<file path="src/include/core_defs.svh">
`ifndef CORE_DEFS_SVH
`define CORE_DEFS_SVH

// Datapath and address width
`define CORE_XLEN 32

// Word-addressed instruction memory
`define CORE_IMEM_WORDS 64
`define CORE_IMEM_AW 6

// Word-addressed data memory
`define CORE_DMEM_WORDS 64
`define CORE_DMEM_AW 6

// Number of architectural registers
`define CORE_NREGS 32

// ADDI x0,x0,0
`define CORE_NOP 32'h0000_0013

`endif

</file>
<file path="src/rtl/stage_memory.sv">
`timescale 1ns/1ps
`include "core_defs.svh"

module stage_memory (
    input  logic                  clk,
    input  logic                  rst,
    input  logic [`CORE_XLEN-1:0] ex_alu_out,
    input  logic [`CORE_XLEN-1:0] ex_store_data,
    input  logic [4:0]            ex_rd,
    input  logic                  ex_mem_read,
    input  logic                  ex_mem_write,
    input  logic                  ex_reg_write,
    output logic [`CORE_XLEN-1:0] wb_data,
    output logic [4:0]            wb_rd,
    output logic                  wb_reg_write
);

    logic [`CORE_XLEN-1:0]    dmem [`CORE_DMEM_WORDS];
    logic [`CORE_DMEM_AW-1:0] word_addr;
    logic [`CORE_XLEN-1:0]    load_data;

    // Word index from the byte address
    assign word_addr = ex_alu_out[`CORE_DMEM_AW+1:2];
    assign load_data = dmem[word_addr];

    // Store
    always_ff @(posedge clk) begin
        if (ex_mem_write) begin
            dmem[word_addr] <= ex_store_data;
        end
    end

    // MEM/WB write enable
    always_ff @(posedge clk) begin
        if (rst) begin
            wb_reg_write <= 1'b0;
        end else begin
            wb_reg_write <= ex_reg_write;
        end
    end

    // MEM/WB data with the writeback value already selected
    always_ff @(posedge clk) begin
        wb_data <= ex_mem_read ? load_data : ex_alu_out;
        wb_rd   <= ex_rd;
    end

endmodule

</file>
<file path="config.mk">
export PLATFORM = sky130hd
export DESIGN_NAME = stage_memory
export DESIGN_NICKNAME = d
export VERILOG_FILES = /design/src/rtl/stage_memory.sv
export VERILOG_INCLUDE_DIRS = /design/src /design/src/include
export SDC_FILE = /design/constraint.sdc
export NUM_CORES = 2
export LEC_CHECK = 0
export BUFFER_PORTS_ARGS = -buffer_cell sky130_fd_sc_hd__buf_2
export CAP_MARGIN = 20
export CELL_PAD_IN_SITES_DETAIL_PLACEMENT = 1
export CELL_PAD_IN_SITES_GLOBAL_PLACEMENT = 1
export CORE_ASPECT_RATIO = 1.4
export CORE_MARGIN = 2
export CORE_UTILIZATION = 50
export CTS_CLUSTER_DIAMETER = 40
export DETAILED_ROUTE_END_ITERATION = 10
export PLACE_DENSITY_LB_ADDON = 0.1
export SLEW_MARGIN = 20
export SYNTH_ARGS = -nofsm -noshare
export SYNTH_HDL_FRONTEND = slang
export SYNTH_SLANG_ARGS = --single-unit
</file>
<file path="constraint.sdc">
create_clock -name clk -period 4.14 [get_ports clk]
set_input_delay 0.828 -clock clk [delete_from_list [all_inputs] [get_ports clk]]
set_output_delay 0.828 -clock clk [all_outputs]
set_load 0.01 [all_outputs]
</file>
==> run_results.csv <==
group,metric,value,unit
status,status,"finished, final reports clean",
synth,syn_avg_cell_area,19.6,µm²
hold_path,hp-class,"in -> reg",
global_routing,antenna_found_initial,20,
clock_network,clockBufferDepth,3,
timing,max_freq,290,MHz
worst_setup_path,cpMaxStageDelayCell,"a221oi_1",
route,drc,0,
final_layout,final_common_cell,"edfxtp_1",
global_routing,grt_pass1_vias,47600,
job,maxCapViolations,0,
placement,place_inst,6366,
clock_network,clk-insertion-delay-late,880,ps
worst_setup_path,endpoint_kind,"flip-flop",
global_routing,grt_max_degree,67,
timing,setup_viol,0,
worst_setup_path,path_cells,"buf_2 > or3b_2 > buf_4 > nor2_1 > buf_4 > a221oi_1 > o21ai_1 > o32a_1",
worst_setup_path,cp_common_cell,"buf_4",
synth,async_flop_share,0,%
clock_network,post_cts_resized,0,
clock_network,postCtsSetupBuffers,0,
timing,rsz0062_at_grt,"no",
worst_setup_path,arrival,4200,ps
final_layout,final_nets,4557,
power_and_ir_drop,intPower,35.5,mW
synth,synth_nets,4152,
placement,dp_hpwl,175,mm
clock_network,cts.hold.buffers_added,0,
route,via_per_inst,7.01,
global_routing,track_usage,36.8,%
clock_network,clock-sinks,2086,
clock_network,numCtsBuffers,213,
clock_network,ctsRootBufferMaster,"clkbuf_16",
power_and_ir_drop,leakage,30.0,nW
power_and_ir_drop,power_frac_seq,51.1,%
floorplanning,initial_core_util,50.3,%
placement,dp_slack,113,ps
worst_setup_path,cp_data_required_time,4900,ps
final_layout,drive_gt1_share,26.3,%
clock_network,cts-htree-levels,4,
synth,ys_types,66,
timing,fin_crit,3440,ps
floorplanning,fp-row-count,173,
worst_setup_path,critical_path_class,"in -> reg",
route,ant_nets,0,
synth,ys.flop_type,"edfxtp_1",
worst_setup_path,cp_max_fo,19,
timing,period_share,83.2,%
synth,yosys_warnings,0,
global_routing,grt_pass1_wl,404,mm
power_and_ir_drop,power_density,494,nW/µm²
route,wl,298,mm
timing,max_slew_margin,24.5,%
synth,synth.largest_area_cell,"edfxtp_1",
global_routing,overflow,0,
placement,io_buffers,111,
floorplanning,core_area,159000,µm²
synth,seq_area_frac_synth,78.0,%
timing,tns,0,ps
final_layout,finalNonFillerCells,6780,
timing,setup_slack,696,ps
timing,drv_slew,0,
route,drt-wirelength-per-cell,44.0,µm
power_and_ir_drop,p_sw,10.4,mW
power_and_ir_drop,max-vdd-ir-drop,0.491,mV
timing,fin_skew,31.4,ps
synth,synth_top_area_share,77.1,%
clock_network,clk_pin_slew_worst_paths,60,ps
worst_setup_path,start_kind,"input port",
power_and_ir_drop,swShare,22.7,%
route,drt_iter0_drc,7349,
power_and_ir_drop,combPwrFrac,5.8,%
synth,synth.ff_latch_count,2086,
worst_setup_path,slowest_delay,870,ps
clock_network,cts_tree,"built",
timing,hold_viol_final,0,
floorplanning,fp.dieW,342,µm
synth,synth.area.top_cells,"edfxtp_1 77%, mux4_2 5.9%, mux2i_1 2.6%",
power_and_ir_drop,p_clk_share,43.1,%
final_layout,final_cell_mix,"2,048 x edfxtp_1, 283 x buf_4, 213 x clkbuf_16",
placement,gp_congestion,0.854,
floorplanning,die-area,163000,µm²
synth,syn-cell-area,79800,µm²
route,first_pass_iters,5,
final_layout,area_growth_syn_to_layout,16.5,%
route,vias,47500,
timing,worst_slew_pin_slew,1130,ps
synth,syn_inst,4078,
floorplanning,fp.dieH,477,µm
floorplanning,ios,112,
power_and_ir_drop,power,45.9,mW
synth,synth_edf_count,2048,
-- critical path: cells and delay by family --
kind / cells / cell delay [ps]
and+or+nand+nor: 2 / 740
AOI/OAI and AO/OA: 3 / 1560
buffers and inverters: 3 / 1040
-- sequential cells by signal, summed over array words and instances (netlist names) --
register / cells
wb_rd: 5
wb_reg_write: 1
wb_data: 32
dmem: 2048
-- cell type report --
| type | count | area, µm² |
|---|---|---|
| Clock inverter | 144 | 1540 |
| Clock buffer | 258 | 5650 |
| Multi-Input combinational cell | 1717 | 16400 |
| Inverter | 7 | 35.0 |
| Timing Repair Buffer | 458 | 4380 |
| Tap cell | 2100 | 2630 |
| Fill cell | 13500 | 65700 |
| Sequential cell | 2086 | 62300 |
| Antenna cell | 10 | 25.0 |
-- cell usage after synthesis, drive strengths merged, types with 33 or more instances --
master and number:
edfxtp 2048, mux4 214, mux2i 210, buf 201
a221oi 179, nor2 172, a22oi 123, mux2 122
o21ai 117, a21oi 102, o22ai 87, nand2 74
clkbuf 67, a31oi 39, dfxtp 38, a22o 35
a221o 33
-- metal layers --
layer / GRT usage, % / vias to the layer above / routed length [µm]
li1: - / 17900 / -
met1: 48.0 / 25400 / 107000
met2: 57.7 / 3402 / 140000
met3: 7.34 / 813 / 31500
met4: 21.4 / 16 / 19600
met5: 0 / - / 150
-- through the flow --
stage               util (%)  area (µm²)  hold slack [ps]
floorplan                  -       79800              590
global placement        54.0       85600              659
detailed placement      54.0       85600              667
CTS                     58.5       92800             27.3
global route            58.6       92900             63.1
finish                  58.6       93000             79.7
-- cells by family (layout without fill, tap and decap cells) --
logic type	after synthesis	after routing	share of synthesized area, %
AOI/OAI and AO/OA	818	818	7.45
buffers and inverters	275	867	2.09
DFF	2086	2086	78.0
muxes	546	546	10.4
other	0	10	0
and+or+nand+nor	353	353	1.99
-- power groups by stage --
| stage | clock network [mW] | registers (mW) | logic, mW |
|---|---|---|---|
| floorplan | 0 | 23.9 | 1.20 |
| global placement | 0 | 23.9 | 2.53 |
| detailed placement | 0 | 23.9 | 2.58 |
| CTS | 19.9 | 23.5 | 2.59 |
| global route | 20.7 | 23.4 | 2.72 |
| finish | 19.8 | 23.4 | 2.65 |
-- path summary, 6_finish.rpt --
| check | end | startpoint | slack [ps] | cells after the start |
|---|---|---|---|---|
| min reg2reg | wb_data[29] | dmem[63][29] | 690 | 4 |
| max | wb_data[25] | ex_alu_out[7] | 700 | 8 |
| max reg2reg | wb_data[25] | dmem[12][25] | 1640 | 4 |
| min | wb_rd[0] | ex_rd[0] | 80 | 1 |
No activity file was read; power rests on OpenSTA's default activity.
