**src/include/core_defs.svh**
```systemverilog
`ifndef CORE_DEFS_SVH
`define CORE_DEFS_SVH

// Datapath and address width
`define CORE_XLEN 32

// Word-addressed instruction memory
`define CORE_IMEM_WORDS 64
`define CORE_IMEM_AW 6

// Word-addressed data memory
`define CORE_DMEM_WORDS 64
`define CORE_DMEM_AW 6

// Number of architectural registers
`define CORE_NREGS 32

// ADDI x0,x0,0
`define CORE_NOP 32'h0000_0013

`endif

```
**src/rtl/stage_fetch.sv**
```systemverilog
`timescale 1ns/1ps
`include "core_defs.svh"

module stage_fetch (
    input  logic                      clk,
    input  logic                      rst,
    input  logic                      imem_we,
    input  logic [`CORE_IMEM_AW-1:0]  imem_addr,
    input  logic [`CORE_XLEN-1:0]     imem_wdata,
    input  logic                      branch_taken,
    input  logic [`CORE_XLEN-1:0]     branch_target,
    output logic [`CORE_XLEN-1:0]     if_pc,
    output logic [`CORE_XLEN-1:0]     if_inst
);

    logic [`CORE_XLEN-1:0] imem [`CORE_IMEM_WORDS];
    logic [`CORE_XLEN-1:0] pc;
    logic [`CORE_IMEM_AW-1:0] pc_word;
    logic [`CORE_XLEN-1:0] fetched;

    // Byte PC to word index
    assign pc_word = pc[`CORE_IMEM_AW+1:2];
    assign fetched = imem[pc_word];

    // Program load port is open only while the core is held in reset
    always_ff @(posedge clk) begin
        if (rst && imem_we) begin
            imem[imem_addr] <= imem_wdata;
        end
    end

    // Program counter
    always_ff @(posedge clk) begin
        if (rst) begin
            pc <= '0;
        end else if (branch_taken) begin
            pc <= branch_target;
        end else begin
            pc <= pc + `CORE_XLEN'd4;
        end
    end

    // IF/ID register
    // A taken branch squashes the word fetched this cycle
    always_ff @(posedge clk) begin
        if (rst) begin
            if_pc   <= '0;
            if_inst <= `CORE_NOP;
        end else begin
            if_pc   <= pc;
            if_inst <= branch_taken ? `CORE_NOP : fetched;
        end
    end

endmodule

```
**config.mk**
```make
export PLATFORM = sky130hd
export DESIGN_NAME = stage_fetch
export DESIGN_NICKNAME = d
export VERILOG_FILES = /design/src/rtl/stage_fetch.sv
export VERILOG_INCLUDE_DIRS = /design/src /design/src/include
export SDC_FILE = /design/constraint.sdc
export NUM_CORES = 2
export LEC_CHECK = 0
export ABC_AREA = 0
export BUFFER_PORTS_ARGS = -buffer_cell sky130_fd_sc_hd__buf_2
export CORE_ASPECT_RATIO = 1.5
export CORE_MARGIN = 2
export CORE_UTILIZATION = 30
export DETAILED_ROUTE_END_ITERATION = 8
export REMOVE_ABC_BUFFERS = 1
export SYNTH_ARGS = -nofsm -noshare
export SYNTH_HDL_FRONTEND = slang
export SYNTH_SLANG_ARGS = --single-unit
```
**constraint.sdc**
```tcl
create_clock -name clk -period 2.84 [get_ports clk]
set_input_delay 0.142 -clock clk [delete_from_list [all_inputs] [get_ports clk]]
set_output_delay 0.142 -clock clk [all_outputs]
set_load 0.03 [all_outputs]
```
==> report_table.html <==
<table>
<tr><th>Metric</th><th>Value</th></tr>
<tr><th colspan="2">Finish</th></tr>
<tr><td>Finished Layout Cells</td><td>7890</td></tr>
<tr><td>Fin nets</td><td>~4300</td></tr>
<tr><td>Sequential cell area</td><td>~63000 sq um</td></tr>
<tr><td>Core occupancy in the finished layout</td><td>between 30% and 40%</td></tr>
<tr><td>Proportion of layout cells with a drive suffix above 1</td><td>between 20 and 30%</td></tr>
<tr><td>Area used by multi-input combinational logic</td><td>17200 sq um</td></tr>
<tr><td>Highest-count cells in the layout ignoring fill and taps</td><td>sky130_fd_sc_hd__edfxtp_1 (2048), sky130_fd_sc_hd__mux4_2 (475), sky130_fd_sc_hd__buf_4 (225), sky130_fd_sc_hd__clkbuf_16 (182), sky130_fd_sc_hd__buf_2 (136)</td></tr>
<tr><td>Commonest non-fill, non-tap cell in the layout</td><td>sky130_fd_sc_hd__edfxtp_1</td></tr>
<tr><td>Fill cells</td><td>~25000</td></tr>
<tr><td>Layout area overhead</td><td>17.3%</td></tr>
<tr><th colspan="2">Clocking</th></tr>
<tr><td>Clk Tree Root Cell</td><td>sky130_fd_sc_hd__clkbuf_16</td></tr>
<tr><td>Clock sink total</td><td>about 2100</td></tr>
<tr><td>TritonCTS clock tree</td><td>built</td></tr>
<tr><td>Clock latency reported for the late side of the worst-skew pair</td><td>830 ps</td></tr>
<tr><td>Clk pin slew, worst setup/hold paths</td><td>~70 ps</td></tr>
<tr><td>Number of CTS-inserted buffers</td><td>178</td></tr>
<tr><td>Buffer depth of the longest clock path</td><td>4</td></tr>
<tr><td>H-tree levels</td><td>4</td></tr>
<tr><th colspan="2">Place</th></tr>
<tr><td>Placer congestion estimate</td><td>about 0.80</td></tr>
<tr><td>Post-placement setup slack</td><td>between 70 and 80 ps</td></tr>
<tr><td>Total half-perimeter wirelength after legalization and detailed placement</td><td>approximately 140000 um</td></tr>
<tr><td>IO Port Bufs</td><td>roughly 140</td></tr>
<tr><td>Post-Place Cells</td><td>roughly 7500</td></tr>
<tr><th colspan="2">Die</th></tr>
<tr><td>Initial standard-cell utilization of the core</td><td>between 30% and 40%</td></tr>
<tr><td>Die area</td><td>approximately 280000 sq um</td></tr>
<tr><td>DIE HEIGHT</td><td>around 640 um</td></tr>
<tr><td>Row Count</td><td>approximately 230</td></tr>
<tr><td>Number of top-level pins</td><td>about 140</td></tr>
<tr><td>Core Box Area</td><td>270000 sq um</td></tr>
<tr><td>Horizontal extent of the die</td><td>about 430 um</td></tr>
<tr><th colspan="2">Setup path</th></tr>
<tr><td>WS Path Type</td><td>flip-flop to flip-flop</td></tr>
<tr><td>R2R Path Start</td><td>pc[3]</td></tr>
<tr><td>CP Buf/Inv Count</td><td>1</td></tr>
<tr><td>Category of the worst setup path capture point</td><td>flip-flop</td></tr>
<tr><td>Kind of cell adding the most delay to the critical path</td><td>multiplexers</td></tr>
<tr><td>Critical Path Slowest Stage Cell</td><td>sky130_fd_sc_hd__mux4_2</td></tr>
<tr><td>Worst path arrival time</td><td>between 3000 and 4000 ps</td></tr>
<tr><td>Launch point of the critical path</td><td>pc[3]</td></tr>
<tr><td>Element type at the critical path start</td><td>flip-flop</td></tr>
<tr><td>Cells along the critical path</td><td>buf_4 &gt; mux4_2 &gt; a22o_1 &gt; nor3_1 &gt; o32ai_1</td></tr>
<tr><td>Largest stage delay on the critical path</td><td>about 580 ps</td></tr>
<tr><td>Worst Path Required</td><td>3480 ps</td></tr>
<tr><td>Critical-path maximum fanout</td><td>26</td></tr>
<tr><th colspan="2">Global route</th></tr>
<tr><td>Combined global-route utilization of all metal layers</td><td>about 16%</td></tr>
<tr><td>Highest-utilization routing layer at the global route stage</td><td>met2</td></tr>
<tr><td>Largest net degree at the start of global routing</td><td>69</td></tr>
<tr><td>Met1 routing resource usage after global routing</td><td>between 10% and 20%</td></tr>
<tr><td>Vias in the first global route</td><td>about 42000</td></tr>
<tr><td>Met2 layer usage reported by global route</td><td>between 20% and 30%</td></tr>
<tr><td>Wire length of the first global-routing pass</td><td>316000 um</td></tr>
<tr><td>Met3 usage in global routing</td><td>under 10%</td></tr>
<tr><td>Antenna violations before repair</td><td>23</td></tr>
<tr><td>Overflow after GRT</td><td>0</td></tr>
<tr><th colspan="2">Route</th></tr>
<tr><td>WL/cell</td><td>around 28 um</td></tr>
<tr><td>Routed vias/inst</td><td>a little over 5</td></tr>
<tr><td>ANT nets after route</td><td>0</td></tr>
<tr><td>Count of routing violations after the opening detailed-route iteration</td><td>about 3700</td></tr>
<tr><td>Drt drc</td><td>0</td></tr>
<tr><td>Routed via count</td><td>approximately 40000</td></tr>
<tr><td>Iteration count of the initial detailed-routing pass</td><td>5</td></tr>
<tr><td>Post-Route WL</td><td>about 220000 um</td></tr>
<tr><th colspan="2">Synthesis</th></tr>
<tr><td>Post-Synthesis Mean Instance Area</td><td>about 22 sq um</td></tr>
<tr><td>Cell type with the largest total area after synthesis</td><td>sky130_fd_sc_hd__edfxtp_1</td></tr>
<tr><td>Number of enable flip-flop cells after synthesis</td><td>between 2000 and 2500</td></tr>
<tr><td>Synthesized netlist cell count</td><td>3728</td></tr>
<tr><td>Total standard cell area after synthesis</td><td>approximately 81000 sq um</td></tr>
<tr><td>Synth unique cells</td><td>59</td></tr>
<tr><td>Post-synthesis register bit count</td><td>2144</td></tr>
<tr><td>Synth warn</td><td>0</td></tr>
<tr><td>Largest cells by area after synthesis</td><td>sky130_fd_sc_hd__edfxtp_1 (76%), sky130_fd_sc_hd__mux4_2 (13%), sky130_fd_sc_hd__dfxtp_1 (2.4%), sky130_fd_sc_hd__mux2i_1 (1.3%), sky130_fd_sc_hd__nor2_1 (0.71%)</td></tr>
<tr><td>Fraction of synthesis flops using an asynchronous set or reset pin</td><td>0%</td></tr>
<tr><td>Dominant register cell in the synthesized netlist</td><td>sky130_fd_sc_hd__edfxtp_1</td></tr>
<tr><td>Seq/Total Area, Yosys</td><td>between 70% and 80%</td></tr>
<tr><td>Top-area cell type share of the netlist area</td><td>between 70 and 80%</td></tr>
<tr><th colspan="2">Job</th></tr>
<tr><td>Maximum capacitance violations</td><td>0</td></tr>
<tr><th colspan="2">Timing</th></tr>
<tr><td>Slew at the pin closest to its max-slew limit</td><td>1280 ps</td></tr>
<tr><td>Setup repair after global routing missed its margin</td><td>false</td></tr>
<tr><td>Final hold violation count</td><td>0</td></tr>
<tr><td>Number of max-slew violations in the final report</td><td>0</td></tr>
<tr><td>Post-route clock period utilization</td><td>a little over nine tenths</td></tr>
<tr><td>Post-Route Skew</td><td>around 44 ps</td></tr>
<tr><td>Final Critical Period</td><td>approximately 2700 ps</td></tr>
<tr><td>Number of setup violations in the final report</td><td>0</td></tr>
<tr><td>Timing-limited maximum frequency</td><td>376 MHz</td></tr>
<tr><td>Relative max-transition margin</td><td>14.7%</td></tr>
<tr><td>Crit path setup slack, layout</td><td>180 ps</td></tr>
<tr><td>Summed negative setup slack over all endpoints</td><td>0 ps</td></tr>
<tr><th colspan="2">Pwr</th></tr>
<tr><td>Total power</td><td>0.0636 W</td></tr>
<tr><td>Power density of the placed cells</td><td>666 nW/um^2</td></tr>
<tr><td>Peak supply drop</td><td>about 0.42 mV</td></tr>
<tr><td>Leakage power</td><td>a little under 30 nW</td></tr>
<tr><th colspan="2">Status</th></tr>
<tr><td>Status</td><td>completed</td></tr>
<tr><th colspan="2">Min path</th></tr>
<tr><td>Kind of path behind the tightest hold check</td><td>input pin to flip-flop</td></tr>
<tr><td>Hold wc startpoint</td><td>imem_wdata[16]</td></tr>
</table>
-- state kept, by name, indices dropped and copies added, names as in the netlist --
name	cells
if_inst	32
if_pc	32
imem	2048
pc	32
-- timing repair --
action,4_1_cts,5_1_grt
setup buffers,0,0
setup endpoints to repair,0,1
resized for setup,0,1
hold buffers,56,0
hold endpoints to repair,214,0
-- per-stage QoR --
step                      hold WS, ps  cell area (sq um)
after floorplan                   207              80100
after global placement            378              89300
after detailed placement          387              89300
after CTS                        3.64              95500
after global routing             47.5              95500
final                            18.6              95500
-- cell families after synthesis --
group	Yosys count	synth area share, %
AO/OA/AOI/OAI	344	3.09
XOR/XNOR	24	0.258
adder cells (fa/ha/maj)	1	0.0154
buffers and inverters	218	1.59
flip-flops	2144	77.9
multiplexers	605	14.8
AND/OR/NAND/NOR	392	2.31
-- area by class of cell --
cell class	instances	share of cell area [%]
timing repair buffer	509	5.00
clock buffer	226	5.02
inverter	7	0.0275
tap	3540	4.64
clock inverter	94	0.895
sequential	2144	66.4
multi-input combinational	1366	18.0
antenna	4	0.0105
-- layer usage --
layer	share of wire, %	vias up
met1	37	22031
li1	-	16640
met5	0.050	-
met2	54	1410
met3	5.2	372
met4	4.2	16
-- cell usage after synthesis (all sizes together), types with 34 or more instances --
cell type,instances
a211oi,34
a21oi,36
a221oi,37
a22oi,58
buf,141
clkbuf,70
dfxtp,96
edfxtp,2048
mux2i,105
mux4,475
nand2,84
nand3,35
nor2,153
nor2b,36
o22ai,47
-- power breakdown --
group | total [W] | internal [W] | switching (W)
sequential | 0.0350 | 0.0348 | 0.000166
clock | 0.0244 | 0.0133 | 0.0111
combinational | 0.00423 | 0.00175 | 0.00248
total | 0.0636 | 0.0499 | 0.0137
-- final timing paths --
| path | endpoint | slack (ps) | cells after the start |
|---|---|---|---|
| setup / recovery | if_inst[29] | 180 | 5 |
| hold / removal | imem[57][16] | 20 | 1 |
| setup reg to reg | if_inst[29] | 180 | 5 |
| hold reg to reg | if_pc[0] | 470 | 1 |
(Power assumes the default switching activity.)
