**src/include/core_defs.svh**
```systemverilog
`ifndef CORE_DEFS_SVH
`define CORE_DEFS_SVH

// Datapath and address width
`define CORE_XLEN 32

// Word-addressed instruction memory
`define CORE_IMEM_WORDS 64
`define CORE_IMEM_AW 6

// Word-addressed data memory
`define CORE_DMEM_WORDS 64
`define CORE_DMEM_AW 6

// Number of architectural registers
`define CORE_NREGS 32

// ADDI x0,x0,0
`define CORE_NOP 32'h0000_0013

`endif

```
**src/rtl/core_pkg.sv**
```systemverilog
package core_pkg;

    // Major opcodes of the supported RV32I subset
    typedef enum logic [6:0] {
        OPC_OP     = 7'b0110011,
        OPC_OP_IMM = 7'b0010011,
        OPC_LOAD   = 7'b0000011,
        OPC_STORE  = 7'b0100011,
        OPC_BRANCH = 7'b1100011
    } opcode_e;

    // ALU operations
    // Loads, stores and ADDI all use ALU_ADD for the address or sum
    typedef enum logic [2:0] {
        ALU_ADD = 3'd0,
        ALU_SUB = 3'd1,
        ALU_AND = 3'd2,
        ALU_OR  = 3'd3,
        ALU_XOR = 3'd4,
        ALU_SLT = 3'd5
    } alu_op_e;

endpackage

```
**src/rtl/stage_decode.sv**
```systemverilog
`timescale 1ns/1ps
`include "core_defs.svh"

module stage_decode (
    input  logic                  clk,
    input  logic                  rst,
    input  logic [`CORE_XLEN-1:0] if_pc,
    input  logic [`CORE_XLEN-1:0] if_inst,
    input  logic                  branch_taken,
    input  logic [`CORE_XLEN-1:0] wb_data,
    input  logic [4:0]            wb_rd,
    input  logic                  wb_reg_write,
    input  logic [4:0]            dbg_reg,
    output logic [`CORE_XLEN-1:0] dbg_data,
    output logic [`CORE_XLEN-1:0] id_pc,
    output logic [`CORE_XLEN-1:0] id_rs1_data,
    output logic [`CORE_XLEN-1:0] id_rs2_data,
    output logic [`CORE_XLEN-1:0] id_imm,
    output logic [4:0]            id_rd,
    output core_pkg::alu_op_e     id_alu_op,
    output logic                  id_alu_src,
    output logic                  id_mem_read,
    output logic                  id_mem_write,
    output logic                  id_branch,
    output logic                  id_branch_ne,
    output logic                  id_reg_write
);

    core_pkg::opcode_e     opcode;
    logic [4:0]            rd;
    logic [4:0]            rs1;
    logic [4:0]            rs2;
    logic [2:0]            funct3;
    logic [6:0]            funct7;
    logic [`CORE_XLEN-1:0] imm_i;
    logic [`CORE_XLEN-1:0] imm_s;
    logic [`CORE_XLEN-1:0] imm_b;

    core_pkg::alu_op_e     dec_alu_op;
    logic [`CORE_XLEN-1:0] dec_imm;
    logic                  dec_valid;
    logic                  dec_alu_src;
    logic                  dec_mem_read;
    logic                  dec_mem_write;
    logic                  dec_branch;
    logic                  dec_reg_write;
    logic                  kill;

    logic [`CORE_XLEN-1:0] regs [`CORE_NREGS];
    logic [`CORE_XLEN-1:0] rs1_data;
    logic [`CORE_XLEN-1:0] rs2_data;

    // Instruction fields
    assign opcode = core_pkg::opcode_e'(if_inst[6:0]);
    assign rd     = if_inst[11:7];
    assign funct3 = if_inst[14:12];
    assign rs1    = if_inst[19:15];
    assign rs2    = if_inst[24:20];
    assign funct7 = if_inst[31:25];

    // Sign-extended immediates
    assign imm_i = {{20{if_inst[31]}}, if_inst[31:20]};
    assign imm_s = {{20{if_inst[31]}}, if_inst[31:25], if_inst[11:7]};
    assign imm_b = {{19{if_inst[31]}}, if_inst[31], if_inst[7], if_inst[30:25],
                    if_inst[11:8], 1'b0};

    always_comb begin
        dec_alu_op    = core_pkg::ALU_ADD;
        dec_imm       = imm_i;
        dec_valid     = 1'b0;
        dec_alu_src   = 1'b0;
        dec_mem_read  = 1'b0;
        dec_mem_write = 1'b0;
        dec_branch    = 1'b0;
        dec_reg_write = 1'b0;
        case (opcode)
            core_pkg::OPC_OP: begin
                // SUB is the only funct7 variant kept
                dec_valid     = (funct7 == 7'h00) || (funct7 == 7'h20 && funct3 == 3'b000);
                dec_reg_write = 1'b1;
                case (funct3)
                    3'b000:  dec_alu_op = funct7[5] ? core_pkg::ALU_SUB : core_pkg::ALU_ADD;
                    3'b010:  dec_alu_op = core_pkg::ALU_SLT;
                    3'b100:  dec_alu_op = core_pkg::ALU_XOR;
                    3'b110:  dec_alu_op = core_pkg::ALU_OR;
                    3'b111:  dec_alu_op = core_pkg::ALU_AND;
                    default: dec_valid  = 1'b0;
                endcase
            end
            core_pkg::OPC_OP_IMM: begin
                dec_valid     = (funct3 == 3'b000);
                dec_alu_src   = 1'b1;
                dec_reg_write = 1'b1;
            end
            core_pkg::OPC_LOAD: begin
                dec_valid     = (funct3 == 3'b010);
                dec_alu_src   = 1'b1;
                dec_mem_read  = 1'b1;
                dec_reg_write = 1'b1;
            end
            core_pkg::OPC_STORE: begin
                dec_valid     = (funct3 == 3'b010);
                dec_imm       = imm_s;
                dec_alu_src   = 1'b1;
                dec_mem_write = 1'b1;
            end
            core_pkg::OPC_BRANCH: begin
                // BEQ and BNE only, no register write
                dec_valid  = (funct3 == 3'b000) || (funct3 == 3'b001);
                dec_imm    = imm_b;
                dec_branch = 1'b1;
            end
            default: dec_valid = 1'b0;
        endcase
    end

    // Flushed slots arrive from fetch as NOPs and leave here as bubbles
    assign kill = branch_taken || (if_inst == `CORE_NOP) || !dec_valid;

    // Register file with x0 never written
    always_ff @(posedge clk) begin
        if (rst) begin
            for (int i = 0; i < `CORE_NREGS; i++) begin
                regs[i] <= '0;
            end
        end else if (wb_reg_write && wb_rd != 5'd0) begin
            regs[wb_rd] <= wb_data;
        end
    end

    // Write-through so a value written this cycle is read this cycle
    assign rs1_data = (wb_reg_write && wb_rd != 5'd0 && wb_rd == rs1) ? wb_data : regs[rs1];
    assign rs2_data = (wb_reg_write && wb_rd != 5'd0 && wb_rd == rs2) ? wb_data : regs[rs2];

    // Debug read port
    always_ff @(posedge clk) begin
        dbg_data <= regs[dbg_reg];
    end

    // ID/EX control fields
    always_ff @(posedge clk) begin
        if (rst || kill) begin
            id_alu_op    <= core_pkg::ALU_ADD;
            id_alu_src   <= 1'b0;
            id_mem_read  <= 1'b0;
            id_mem_write <= 1'b0;
            id_branch    <= 1'b0;
            id_branch_ne <= 1'b0;
            id_reg_write <= 1'b0;
        end else begin
            id_alu_op    <= dec_alu_op;
            id_alu_src   <= dec_alu_src;
            id_mem_read  <= dec_mem_read;
            id_mem_write <= dec_mem_write;
            id_branch    <= dec_branch;
            id_branch_ne <= funct3[0];
            id_reg_write <= dec_reg_write;
        end
    end

    // ID/EX data fields
    always_ff @(posedge clk) begin
        id_pc       <= if_pc;
        id_rs1_data <= rs1_data;
        id_rs2_data <= rs2_data;
        id_imm      <= dec_imm;
        id_rd       <= rd;
    end

endmodule

```
**config.mk**
```make
export PLATFORM = sky130hd
export DESIGN_NAME = stage_decode
export DESIGN_NICKNAME = d
export VERILOG_FILES = /design/src/rtl/core_pkg.sv /design/src/rtl/stage_decode.sv
export VERILOG_INCLUDE_DIRS = /design/src /design/src/include
export SDC_FILE = /design/constraint.sdc
export NUM_CORES = 2
export LEC_CHECK = 0
export ABC_CLOCK_PERIOD_IN_PS = 2400
export BUFFER_PORTS_ARGS = -buffer_cell sky130_fd_sc_hd__buf_2
export CORE_MARGIN = 10
export CORE_UTILIZATION = 40
export CTS_CLUSTER_SIZE = 20
export DETAILED_ROUTE_END_ITERATION = 8
export GPL_TIMING_DRIVEN = 0
export PLACE_DENSITY = 0.65
export SLEW_MARGIN = 20
export SYNTH_ARGS = -nofsm -noshare
export SYNTH_HDL_FRONTEND = slang
export SYNTH_SLANG_ARGS = --single-unit
```
**constraint.sdc**
```tcl
create_clock -name clk -period 2.4 [get_ports clk]
set_input_delay 0.12 -clock clk [delete_from_list [all_inputs] [get_ports clk]]
set_output_delay 0.12 -clock clk [all_outputs]
set_load 0.01 [all_outputs]
```
==> qor.csv <==
metric;value;unit
hp-class;input port to flip-flop;
pin_count;284;
maxCapViolations;0;
status;finished, violations left;
cts_sinks;1179;
ys_warn_count;0;
rsz0062_at_grt;true;
grt_usage;0.2834;
htreeDepth;3;
fillers;14230;
path_clk_slew;60;ps
drt_wl_total;263700;um
syn_inst;4262;
finalClockSkew;47.03;ps
critPathRequiredTime;3080;ps
grt_antenna_before_repair;34;
rows;149;
drtIter0Drc;6514;
cts_tree;built;
synth_seq_cells;1179;
final_common_cell;edfxtp_1;
min_period;2566;ps
synthFlopType;edfxtp_1;
path_class;input port to flip-flop;
die_x;426.6;um
gp_congestion;0.9918;
power.total;53.21;mW
drt_pass1_iterations;8;
route.vias.total;45670;
drive_gt1_frac;0.3327;
worst_setup_path_start_kind;input port;
fin_ws;-166.0;ps
drv_slew;0;
fin_area;0.07640;mm^2
worst_pin_slew;1308;ps
ys_seq_area_frac;0.5118;
route.antenna.remaining_nets;0;
synth_top_area_frac;0.4649;
holdCritStartpoint;if_inst[0];
setup_viol;239;
irDropWorstVdd;0.6213;mV
ff2ff_setup_slack;250;ps
whs_path_depth;7;
cts-root-buf;clkbuf_16;
cp_max_fo;10;
grt_pass1_wl;360000;um
power_density;696.5;mW/mm^2
post-route-drc-count;0;
layout_common_cells;edfxtp_1 (1024), and2_1 (993), mux4_2 (802);
whs;-20.91;ps
endpoint_kind;flip-flop;
grt_overflow;0;
grt_pass1_vias;45100;
yosys.area.top_type;edfxtp_1;
area_growth_syn_to_layout;15.51;%
coreArea;0.1646;mm^2
synthArstFlopShare;0;
r2r-start;regs[31][0];
start_util;0.4018;
holdPathEnd;id_reg_write;
syn_area;0.06614;mm^2
syn_area_per_cell;15.52;um^2
placed_cell_area;0.07040;mm^2
r2r-end;id_rs1_data[0];
synth_enable_flop_cells;1024;
grt_max_degree;33;
synth.area.top_cells;edfxtp_1 (46%), mux4_2 (27%), and2_1 (9.4%);
arrival;3240;ps
clock_latency;810;ps
violations;negative hold slack, negative setup slack;
dieArea;0.1820;mm^2
fp.dieH;426.6;um
hold_viol_final;3;
cts_made_buffers;121;
relSlewSlack;0.1282;
wl_per_cell;36.96;um
pre_cts_slack;-1765;ps
nets;4932;
portBuffers;266;
clock_path_buffers;3;
dp_hpwl;198900;um
viasPerCell;6.401;
yosysUniqueCellTypes;48;
p_leak;26.16;nW
post-route-period-util;1.069;
r2r_cells;4;
max_freq;0.3897;GHz
-- synthesized netlist by cell type, types with 32 or more instances --
cell type     n
a211oi_1     63
nor2_1       68
mux4_2      802
nor2b_1      35
mux2i_1      64
buf_4        46
o22ai_1      95
clkbuf_1    334
nor3_1       35
nand2_1      74
buf_2        79
mux2_2      101
and2_1      993
edfxtp_1   1024
dfxtp_1     155
a22o_1       63
o31ai_1      32
or2_2        32
-- repair_timing --
action	in CTS	in global routing
pin swaps	1	2
endpoints found under the hold margin	185	7
gates cloned	0	0
endpoints found under the setup margin	286	256
setup buffers	4	0
resized for setup	94	54
hold buffers	135	3
-- kinds of logic (layout without fill, tap and decap cells) --
logic type / count (synthesis) / after routing / synth area share
AND/OR/NAND/NOR: 1276 / 1276 / 0.1157
flip-flops: 1179 / 1179 / 0.5118
multiplexers: 967 / 967 / 0.3000
buffers and inverters: 502 / 1132 / 0.03350
AO/OA/AOI/OAI: 326 / 326 / 0.03755
XOR/XNOR: 11 / 11 / 0.001457
other: 1 / 55 / 0.00005669
-- layout make-up --
type,count,area (um^2),area share
Clock inverter,78,838.3,0.01097
Sequential cell,1179,33850,0.4431
Buffer,497,2331,0.03051
Tap cell,2189,2739,0.03585
Timing Repair Buffer,407,2765,0.03619
Inverter,4,15.01,0.0001965
Clock buffer,146,3279,0.04292
Antenna cell,23,57.56,0.0007533
Multi-Input combinational cell,2612,30520,0.3995
-- per-layer routing --
| metal | global-route usage | vias up | share of wire |
|---|---|---|---|
| met5 | 0 | - | 0.00022 |
| li1 | - | 18010 | - |
| met4 | 0.1817 | 10 | 0.077 |
| met2 | 0.4402 | 3321 | 0.46 |
| met1 | 0.3493 | 23650 | 0.35 |
| met3 | 0.07737 | 680 | 0.12 |
-- per-stage QoR --
stage | TNS, ps | utilization | instances
final | -16560 | 0.4641 | 7135
after global routing | -6.708 | 0.4639 | 7124
after CTS | -59.83 | 0.4630 | 7112
after detailed placement | -1227470 | 0.4277 | 6749
after global placement | -1295710 | 0.4272 | 6748
after floorplan | 0 | - | 4293
-- critical path, stage by stage --
cell and delay [ps]:
buf_2 260, nor2b_1 320, nand3_1 600, nor2_2 840
clkbuf_1 830, and2_1 240
-- how the worst max path moves through the flow --
stage	slack [ps]	from	cells after the start	endpoint
after CTS	-50	if_inst[15]	9	id_rs1_data[10]
final	-170	rst	6	regs[3][28]
after detailed placement	-1770	if_inst[22]	6	id_rs2_data[0]
after global routing	-2	rst	5	regs[3][16]
after floorplan	380	wb_rd[2]	6	regs[12][0]
after global placement	-2000	if_inst[22]	7	id_rs2_data[0]
-- where the power goes --
part | internal (mW) | switching (mW)
logic | 3.68 | 5.10
registers | 23.6 | 0.862
clock network | 11.1 | 8.88
total | 38.4 | 14.8
-- state kept, by name, indices dropped and copies added, names as in the netlist --
name / flops
regs: 1024
dbg_data: 32
id_pc: 32
id_rs1_data: 32
id_rs2_data: 32
id_imm: 13
id_rd: 5
id_alu_op: 3
id_alu_src: 1
id_branch: 1
id_branch_ne: 1
id_mem_read: 1
id_mem_write: 1
id_reg_write: 1
Note: power is estimated with default switching activity, not from simulation.
