[src/include/core_defs.svh]
`ifndef CORE_DEFS_SVH
`define CORE_DEFS_SVH

// Datapath and address width
`define CORE_XLEN 32

// Word-addressed instruction memory
`define CORE_IMEM_WORDS 64
`define CORE_IMEM_AW 6

// Word-addressed data memory
`define CORE_DMEM_WORDS 64
`define CORE_DMEM_AW 6

// Number of architectural registers
`define CORE_NREGS 32

// ADDI x0,x0,0
`define CORE_NOP 32'h0000_0013

`endif

[src/rtl/core_pkg.sv]
package core_pkg;

    // Major opcodes of the supported RV32I subset
    typedef enum logic [6:0] {
        OPC_OP     = 7'b0110011,
        OPC_OP_IMM = 7'b0010011,
        OPC_LOAD   = 7'b0000011,
        OPC_STORE  = 7'b0100011,
        OPC_BRANCH = 7'b1100011
    } opcode_e;

    // ALU operations
    // Loads, stores and ADDI all use ALU_ADD for the address or sum
    typedef enum logic [2:0] {
        ALU_ADD = 3'd0,
        ALU_SUB = 3'd1,
        ALU_AND = 3'd2,
        ALU_OR  = 3'd3,
        ALU_XOR = 3'd4,
        ALU_SLT = 3'd5
    } alu_op_e;

endpackage

[src/rtl/stage_execute.sv]
`timescale 1ns/1ps
`include "core_defs.svh"

module stage_execute (
    input  logic                  clk,
    input  logic                  rst,
    input  logic [`CORE_XLEN-1:0] id_pc,
    input  logic [`CORE_XLEN-1:0] id_rs1_data,
    input  logic [`CORE_XLEN-1:0] id_rs2_data,
    input  logic [`CORE_XLEN-1:0] id_imm,
    input  logic [4:0]            id_rd,
    input  core_pkg::alu_op_e     id_alu_op,
    input  logic                  id_alu_src,
    input  logic                  id_mem_read,
    input  logic                  id_mem_write,
    input  logic                  id_branch,
    input  logic                  id_branch_ne,
    input  logic                  id_reg_write,
    output logic [`CORE_XLEN-1:0] ex_alu_out,
    output logic [`CORE_XLEN-1:0] ex_store_data,
    output logic [4:0]            ex_rd,
    output logic                  ex_mem_read,
    output logic                  ex_mem_write,
    output logic                  ex_reg_write,
    output logic                  branch_taken,
    output logic [`CORE_XLEN-1:0] branch_target
);

    logic [`CORE_XLEN-1:0] operand_a;
    logic [`CORE_XLEN-1:0] operand_b;
    logic [`CORE_XLEN-1:0] alu_result;
    logic                  operands_equal;

    assign operand_a = id_rs1_data;
    assign operand_b = id_alu_src ? id_imm : id_rs2_data;

    always_comb begin
        case (id_alu_op)
            core_pkg::ALU_ADD: alu_result = operand_a + operand_b;
            core_pkg::ALU_SUB: alu_result = operand_a - operand_b;
            core_pkg::ALU_AND: alu_result = operand_a & operand_b;
            core_pkg::ALU_OR:  alu_result = operand_a | operand_b;
            core_pkg::ALU_XOR: alu_result = operand_a ^ operand_b;
            // Signed compare
            core_pkg::ALU_SLT: begin
                alu_result = ($signed(operand_a) < $signed(operand_b)) ? `CORE_XLEN'd1 : '0;
            end
            default:           alu_result = operand_a + operand_b;
        endcase
    end

    // BNE inverts the equality test
    assign operands_equal = (id_rs1_data == id_rs2_data);
    assign branch_taken   = id_branch && (operands_equal ^ id_branch_ne);
    assign branch_target  = id_pc + id_imm;

    // EX/MEM control fields
    always_ff @(posedge clk) begin
        if (rst) begin
            ex_mem_read  <= 1'b0;
            ex_mem_write <= 1'b0;
            ex_reg_write <= 1'b0;
        end else begin
            ex_mem_read  <= id_mem_read;
            ex_mem_write <= id_mem_write;
            ex_reg_write <= id_reg_write;
        end
    end

    // EX/MEM data fields
    always_ff @(posedge clk) begin
        ex_alu_out    <= alu_result;
        ex_store_data <= id_rs2_data;
        ex_rd         <= id_rd;
    end

endmodule

[config.mk]
export PLATFORM = sky130hd
export DESIGN_NAME = stage_execute
export DESIGN_NICKNAME = d
export VERILOG_FILES = /design/src/rtl/core_pkg.sv /design/src/rtl/stage_execute.sv
export VERILOG_INCLUDE_DIRS = /design/src /design/src/include
export SDC_FILE = /design/constraint.sdc
export NUM_CORES = 1
export LEC_CHECK = 0
export BUFFER_PORTS_ARGS = -buffer_cell sky130_fd_sc_hd__buf_2
export CORE_ASPECT_RATIO = 0.5
export CORE_UTILIZATION = 55
export DETAILED_ROUTE_END_ITERATION = 6
export HOLD_SLACK_MARGIN = 0.05
export MAX_ROUTING_LAYER = met4
export PLACE_DENSITY = 0.83
export SLEW_MARGIN = 40
export SYNTH_ARGS = -nofsm -noshare
export SYNTH_HDL_FRONTEND = slang
export SYNTH_SLANG_ARGS = --single-unit
[constraint.sdc]
create_clock -name clk -period 11.3 [get_ports clk]
set_input_delay 1.13 -clock clk [delete_from_list [all_inputs] [get_ports clk]]
set_output_delay 1.13 -clock clk [all_outputs]
set_load 0.005 [all_outputs]
==> results of run 1 <==
[final timing paths]
kind / startpoint / to / cells after the start
max: id_imm[9] / branch_target[30] / 12
min: id_rd[1] / ex_rd[1]$_DFF_P_ / 1
[flip-flops by register name, summed over array words and instances (netlist names)]
signal / count
ex_store_data: 32
ex_alu_out: 32
ex_mem_write: 1
ex_mem_read: 1
ex_reg_write: 1
ex_rd: 5
[cell families after synthesis]
family                     after synthesis
xor gates and xnor gates                67
adders and majority gates              132
muxes                                   37
and+or+nand+nor                        306
AOI/OAI and AO/OA                      458
buffers and inverters                  186
DFF                                     72
[layout make-up]
type / instances / area (um^2)
Multi-Input combinational cell: 1000 / 7110
Fill cell: 1491 / 5480
Sequential cell: 72 / 1440
Timing Repair Buffer: 256 / 1300
Inverter: 122 / 458
Tap cell: 227 / 284
Clock buffer: 10 / 229
Clock inverter: 6 / 92.6
[routing by layer]
layer | track usage, % | vias up | wire length, um
met2 | 57.1 | 708 | 14100
li1 | - | 4956 | -
met4 | 12.5 | 0 | 871
met5 | - | - | 0
met3 | 14.5 | 84 | 5510
met1 | 56.4 | 4918 | 15400
[layout by cell type (no fill, tap or decap), types with 5 or more instances in the layout]
master / synthesis / routed
sky130_fd_sc_hd__nand2b_1: 13 / 13
sky130_fd_sc_hd__o21ai_1: 7 / 7
sky130_fd_sc_hd__a21oi_1: 134 / 133
sky130_fd_sc_hd__and4_1: 5 / 5
sky130_fd_sc_hd__a221o_1: 7 / 7
sky130_fd_sc_hd__inv_1: 119 / 119
sky130_fd_sc_hd__buf_4: 0 / 9
sky130_fd_sc_hd__xnor2_1: 26 / 26
sky130_fd_sc_hd__nor3_1: 29 / 29
sky130_fd_sc_hd__nor2b_1: 17 / 17
sky130_fd_sc_hd__o31a_1: 7 / 7
sky130_fd_sc_hd__nand3_1: 10 / 10
sky130_fd_sc_hd__clkbuf_16: 0 / 9
sky130_fd_sc_hd__a2111oi_0: 8 / 8
sky130_fd_sc_hd__o31ai_1: 9 / 9
sky130_fd_sc_hd__nor2_1: 116 / 115
sky130_fd_sc_hd__xor2_1: 41 / 41
sky130_fd_sc_hd__a22oi_1: 15 / 15
sky130_fd_sc_hd__buf_2: 9 / 247
sky130_fd_sc_hd__o21bai_1: 19 / 19
sky130_fd_sc_hd__o221ai_1: 5 / 5
sky130_fd_sc_hd__a21o_1: 28 / 28
sky130_fd_sc_hd__dfxtp_1: 72 / 72
sky130_fd_sc_hd__a31oi_1: 14 / 14
sky130_fd_sc_hd__nor4_1: 12 / 12
sky130_fd_sc_hd__mux2i_1: 36 / 36
sky130_fd_sc_hd__o21ai_0: 80 / 80
sky130_fd_sc_hd__o22ai_1: 22 / 22
sky130_fd_sc_hd__ha_1: 129 / 129
sky130_fd_sc_hd__or3_1: 7 / 7
sky130_fd_sc_hd__a211oi_1: 18 / 18
sky130_fd_sc_hd__nand2_1: 63 / 63
sky130_fd_sc_hd__o211ai_1: 13 / 13
sky130_fd_sc_hd__o21a_1: 13 / 13
sky130_fd_sc_hd__nand4_1: 14 / 14
[power by group]
group	switching [mW]	internal, mW	leakage, nW
logic	0.360	0.233	4.57
registers	0.00927	0.285	0.607
clock network	0.134	0.195	0.149
==> impl_metrics.json, run 1 <==
{
  "cts_clk_pin_slew_worst_paths_ps": 60,
  "run_status": "finished with violations",
  "layout-area-overhead-vs-synth_pct": 18.0,
  "final-hold-violation-count": 0,
  "synth_edf_count": 0,
  "synth_top_area_share_pct": 17.4,
  "worstPathMaxFanout": 5,
  "cp_cell_sequence": "buf_2 -> ha_1 -> a21oi_1 -> o21ai_1 -> a2111oi_2 -> a21bo_2 -> a311oi_1 -> o21a_1 -> o41ai_1 -> o21ai_0 -> xor2_1 -> buf_2",
  "yosysSeqAreaShare_pct": 15.6,
  "critical_path.max_stage_delay_ps": 480,
  "arrival_ps": 4080,
  "post_drt_via_cell_ratio": 6.30,
  "synth.area.mux_share_pct": 4.02,
  "most_repeated_cell_in_the_gate_level_netlist_after_synthesis": "sky130_fd_sc_hd__a21oi_1",
  "cts_made_buffers": 9,
  "pwr_density_nw_per_um2": 111,
  "async_flop_share_pct": 0,
  "total_via_count_after_detailed_routing": 10700,
  "first_global_vias": 9492,
  "cts-root-buf": "sky130_fd_sc_hd__clkbuf_16",
  "critical-path-top-delay-family": "compound AO/OA/AOI/OAI gates",
  "cts-hold-fix-buffers": 0,
  "hold_path.class": "in -> reg",
  "total_routed_length_um": 35900,
  "first_pass_iters": 7,
  "cp-start-kind": "input pin",
  "post-route-period-util_pct": 46.1,
  "wl_per_cell_um": 21.2,
  "timing.critical_path.required_ps": 10170,
  "max_slew.worst_pin.slew_ps": 895,
  "placement.io_buffers": 248,
  "finalHoldWorstSlack_ps": 874,
  "die-area_um2": 17400,
  "drt_iter0_drc": 1172,
  "final_antenna_net_count": 0,
  "setup-violations-final": 0,
  "synth_top_cell_by_area": "sky130_fd_sc_hd__ha_1",
  "maximum_number_of_pins_on_one_net_before_global_route_repair": 79,
  "failed_checks": "DRC",
  "dp_slack_ps": 6170,
  "crit_path_top_delay_cell": "sky130_fd_sc_hd__a2111oi_2",
  "worst_case_clock_buffer_depth": 2,
  "num_rows": 33,
  "leakagePower_nw": 5.33,
  "post_cts_resized": 0,
  "wire_length_of_the_first_global_routing_pass_um": 52700,
  "fp.dieW_um": 185,
  "mappedNetlistArea_um2": 9250,
  "synth_compound_gate_area_share_pct": 32.4,
  "vdd_ir_drop_max_uv": 75.3,
  "power_mw": 1.22,
  "ant_cells": 0,
  "clock_tree.htree_level_count": 3,
  "dp_hpwl_um": 27900,
  "placedInstanceArea_um2": 10600,
  "dp_cells": 1677,
  "unrepaired_setup_endpoints_after_global_routing": "no",
  "flip_flop_and_latch_count_after_synthesis": 72,
  "critPathBufInv": 2,
  "dieHeight_um": 93.7,
  "max_clock_freq_ghz": 0.192,
  "fin_nets": 1737,
  "crit_path_frequent_cell": "sky130_fd_sc_hd__buf_2",
  "core_um2": 16400,
  "tns_ps": 0,
  "post_route_minimum_period_ps": 5210,
  "final_layout_size_suffix_gt1_share_pct": 20.2,
  "grt_util_all_layers_pct": 41.6,
  "synth_top_flop_cell": "sky130_fd_sc_hd__dfxtp_1",
  "layout.cells.non_filler": 1693,
  "maxSlewHeadroom_pct": 39.5,
  "synthesized_netlist_cell_count": 1258,
  "number_of_placed_i_o_pins": 249,
  "synth_simple_gate_area_share_pct": 15.9,
  "synth.area.top_cells": "sky130_fd_sc_hd__ha_1 (17%), sky130_fd_sc_hd__dfxtp_1 (16%), sky130_fd_sc_hd__a21oi_1 (7.2%)",
  "final_max_slew_violation_count": 0,
  "yosysWarningCount": 0,
  "floorplan.initialDensity_pct": 56.4,
  "synth_nets": 1534,
  "clock_sinks": 72,
  "tritoncts_clock_tree": "built",
  "count_of_unresolved_drc_violations_after_routing": 2,
  "post-cts-setup-buffer-count": 0,
  "combinational_family_with_the_most_area_after_synthesis": "compound AO/OA/AOI/OAI gates",
  "postSynthAreaPerCell_um2": 7.35,
  "gp_congestion": 1.05,
  "count_of_unique_library_cells_instantiated_by_yosys": 79,
  "timing_worst_setup_path_type": "in -> out",
  "final.setup.worst_slack_ps": 6090,
  "synthAdderAreaFrac_pct": 18.1,
  "post_synth_xor_area_fraction_pct": 6.34,
  "layout.cell_area.non_filler_um2": 10900,
  "antenna_found_initial": 0,
  "synth.top_cells.by_count": "sky130_fd_sc_hd__a21oi_1 (134), sky130_fd_sc_hd__ha_1 (129), sky130_fd_sc_hd__inv_1 (119)",
  "maxcap_viol_count": 0,
  "worst_setup_path_end_kind": "primary output",
  "grt.overflow.total": 0,
  "layout.core_utilization_pct": 66.6
}
No activity file was read; power rests on OpenSTA's default activity.
==> run 2: changes to the inputs <==
ABC_AREA = 1   (was default)
PLACE_DENSITY = 0.81   (was 0.83)
clock period = 5.35 ns   (was 11.3 ns; I/O delays follow)
==> impl_metrics.json, run 2 <==
{
  "cts-root-buf": "sky130_fd_sc_hd__clkbuf_16",
  "layout.cell_area.non_filler_um2": 12300,
  "post_drt_via_cell_ratio": 5.34,
  "post_route_minimum_period_ps": 3250,
  "timing.critical_path.required_ps": 5570,
  "tns_ps": 0,
  "final_layout_size_suffix_gt1_share_pct": 14.4,
  "mappedNetlistArea_um2": 10600,
  "cts-hold-fix-buffers": 0,
  "layout.cells.non_filler": 2352,
  "clock_sinks": 72,
  "number_of_placed_i_o_pins": 249,
  "run_status": "finished clean",
  "total_via_count_after_detailed_routing": 12600,
  "intPower_mw": 1.47,
  "first_pass_iters": 6,
  "max_clock_freq_ghz": 0.308,
  "synth_edf_count": 0,
  "layout.area.seq_um2": 1440,
  "synth_top_area_share_pct": 19.5,
  "final_antenna_net_count": 0,
  "hold_path.class": "in -> reg",
  "postSynthAreaPerCell_um2": 5.67,
  "pwr_density_nw_per_um2": 217,
  "synth_nets": 2145,
  "clock_tree.htree_level_count": 3,
  "most_repeated_cell_in_the_gate_level_netlist_after_synthesis": "sky130_fd_sc_hd__nand2_1",
  "pwr-share-comb_pct": 50.8,
  "placement.io_buffers": 248,
  "synth.area.top_cells": "sky130_fd_sc_hd__nand2_1 (20%), sky130_fd_sc_hd__ha_1 (15%), sky130_fd_sc_hd__dfxtp_1 (14%)",
  "tritoncts_clock_tree": "built",
  "count_of_unique_library_cells_instantiated_by_yosys": 46,
  "max_slew.worst_pin.slew_ps": 933,
  "num_rows": 35,
  "die-area_um2": 19900,
  "dieHeight_um": 100,
  "commonest_non_fill_non_tap_cells_in_the_layout": "sky130_fd_sc_hd__nand2_1 (551), sky130_fd_sc_hd__inv_1 (371), sky130_fd_sc_hd__buf_2 (247)",
  "flip_flop_and_latch_count_after_synthesis": 72,
  "yosysSeqAreaShare_pct": 13.6,
  "setup-violations-final": 0,
  "dp_hpwl_um": 34500,
  "floorplan.initialDensity_pct": 56.8,
  "dp_cells": 2335,
  "worst_setup_path_end_kind": "flop",
  "post-route-period-util_pct": 60.7,
  "cts_made_buffers": 9,
  "layout-area-overhead-vs-synth_pct": 15.7,
  "final_max_slew_violation_count": 0,
  "maximum_number_of_pins_on_one_net_before_global_route_repair": 65,
  "worst_hold_path.num_cells": 1,
  "cts_clk_pin_slew_worst_paths_ps": 60,
  "synth.top_cells.by_count": "sky130_fd_sc_hd__nand2_1 (551), sky130_fd_sc_hd__inv_1 (372), sky130_fd_sc_hd__nor2_1 (161)",
  "netSwitchingPower_mw": 1.19,
  "first_global_vias": 11200,
  "synthesized_netlist_cell_count": 1869,
  "vdd_ir_drop_max_uv": 142,
  "power_mw": 2.67,
  "fp.dieW_um": 198,
  "most_common_cell_after_layout_fill_and_taps_aside": "sky130_fd_sc_hd__nand2_1",
  "p_clk_share_pct": 26.0,
  "power.share.sequential_pct": 23.2,
  "timing_worst_setup_path_type": "in -> reg",
  "grt.overflow.total": 0,
  "post-cts-setup-buffer-count": 0,
  "antenna_found_initial": 1,
  "async_flop_share_pct": 0,
  "placedInstanceArea_um2": 11900,
  "drt_iter0_drc": 1366,
  "layout.core_utilization_pct": 65.8,
  "synth_top_cell_by_area": "sky130_fd_sc_hd__nand2_1",
  "multi_input_area_um2": 7490,
  "core_um2": 18700,
  "unrepaired_setup_endpoints_after_global_routing": "no",
  "fin_nets": 2363,
  "total_routed_length_um": 41000,
  "maxcap_viol_count": 0,
  "reg.largest.list": "ex_alu_out x32, ex_store_data x32, ex_rd x5",
  "worstPathMaxFanout": 64,
  "arrival_ps": 3460,
  "synth_top_flop_cell": "sky130_fd_sc_hd__dfxtp_1",
  "wire_length_of_the_first_global_routing_pass_um": 61400,
  "post_cts_resized": 0,
  "gp_congestion": 1.08,
  "num-fill-cells": 1909,
  "final-hold-violation-count": 0,
  "grt_util_all_layers_pct": 42.3,
  "count_of_unresolved_drc_violations_after_routing": 0,
  "wl_per_cell_um": 17.4,
  "power.share.switching_pct": 44.8,
  "maxSlewHeadroom_pct": 37.1,
  "cp-start-kind": "input pin",
  "worst_case_clock_buffer_depth": 2,
  "yosysWarningCount": 0,
  "leakagePower_nw": 7.25
}
[run 2: changes by cell type in the layout (fill, tap and decap cells not counted), moves of 17 or more]
cell	delta
sky130_fd_sc_hd__a211oi_1	-18
sky130_fd_sc_hd__a21o_1	-22
sky130_fd_sc_hd__a21oi_1	-17
sky130_fd_sc_hd__inv_1	+252
sky130_fd_sc_hd__mux2i_1	-36
sky130_fd_sc_hd__nand2_1	+488
sky130_fd_sc_hd__nand3_1	+125
sky130_fd_sc_hd__nor2_1	+46
sky130_fd_sc_hd__nor2b_1	-17
[run 2: power by group through the flow]
stage                     Combinational [mW]  Clock (mW)  Sequential [mW]
final                                   1.35       0.693            0.620
after global routing                    1.48       0.719            0.626
after CTS                               1.31       0.695            0.620
after detailed placement                1.30           0            0.632
after global placement                  1.29           0            0.631
after floorplan                        0.831           0            0.640
[run 2: cell families after synthesis]
group | count (synthesis) | share of synthesized area, %
compound gates | 248 | 12.9
xor+xnor | 65 | 5.37
fa+ha+maj | 132 | 15.8
buf+inv | 421 | 15.8
flops | 72 | 13.6
simple gates | 931 | 36.6
[run 2: area by class of cell]
cell class | count | share of cell area, %
clock inverter | 6 | 0.755
inverter | 376 | 11.5
clock buffer | 9 | 1.84
multi-input combinational | 1376 | 61.1
tap | 259 | 2.64
antenna | 2 | 0.0408
sequential | 72 | 11.8
timing repair buffer | 252 | 10.4
[run 2: layer usage]
metal  vias up  GRT usage, %  share of wire, %
met5         -             -                 0
met4         0          6.20               1.5
met3        44          15.1                14
met2       648          56.9                37
met1      5607          60.2                47
li1       6268             -                 -
[run 2: path summary, 6_finish.rpt]
kind | startpoint | endpoint | slack [ps]
worst max-delay path | id_alu_src | ex_alu_out[16]$_DFF_P_ | 2100
worst min-delay path | id_rd[0] | ex_rd[0]$_DFF_P_ | 290
[run 2: metrics by stage]
step / setup WS, ps / hold slack (ps)
floorplan: 2550 / 563
finish: 2100 / 292
global placement: 1540 / 638
global route: 1880 / 287
CTS: 2230 / 293
detailed placement: 1840 / 639
[run 2: critical path, stage by stage]
cell and delay (ps):
sky130_fd_sc_hd__buf_4 490, sky130_fd_sc_hd__o21ai_0 300, sky130_fd_sc_hd__inv_1 140, sky130_fd_sc_hd__ha_1 270
sky130_fd_sc_hd__inv_1 90, sky130_fd_sc_hd__fa_1 530, sky130_fd_sc_hd__inv_1 190, sky130_fd_sc_hd__nand3_1 90
sky130_fd_sc_hd__nand3_1 190, sky130_fd_sc_hd__nand2_1 70, sky130_fd_sc_hd__nand2_1 150, sky130_fd_sc_hd__nand2_1 70
sky130_fd_sc_hd__nand2_1 90, sky130_fd_sc_hd__a21oi_1 60, sky130_fd_sc_hd__o21ai_0 90, sky130_fd_sc_hd__nand3_1 100
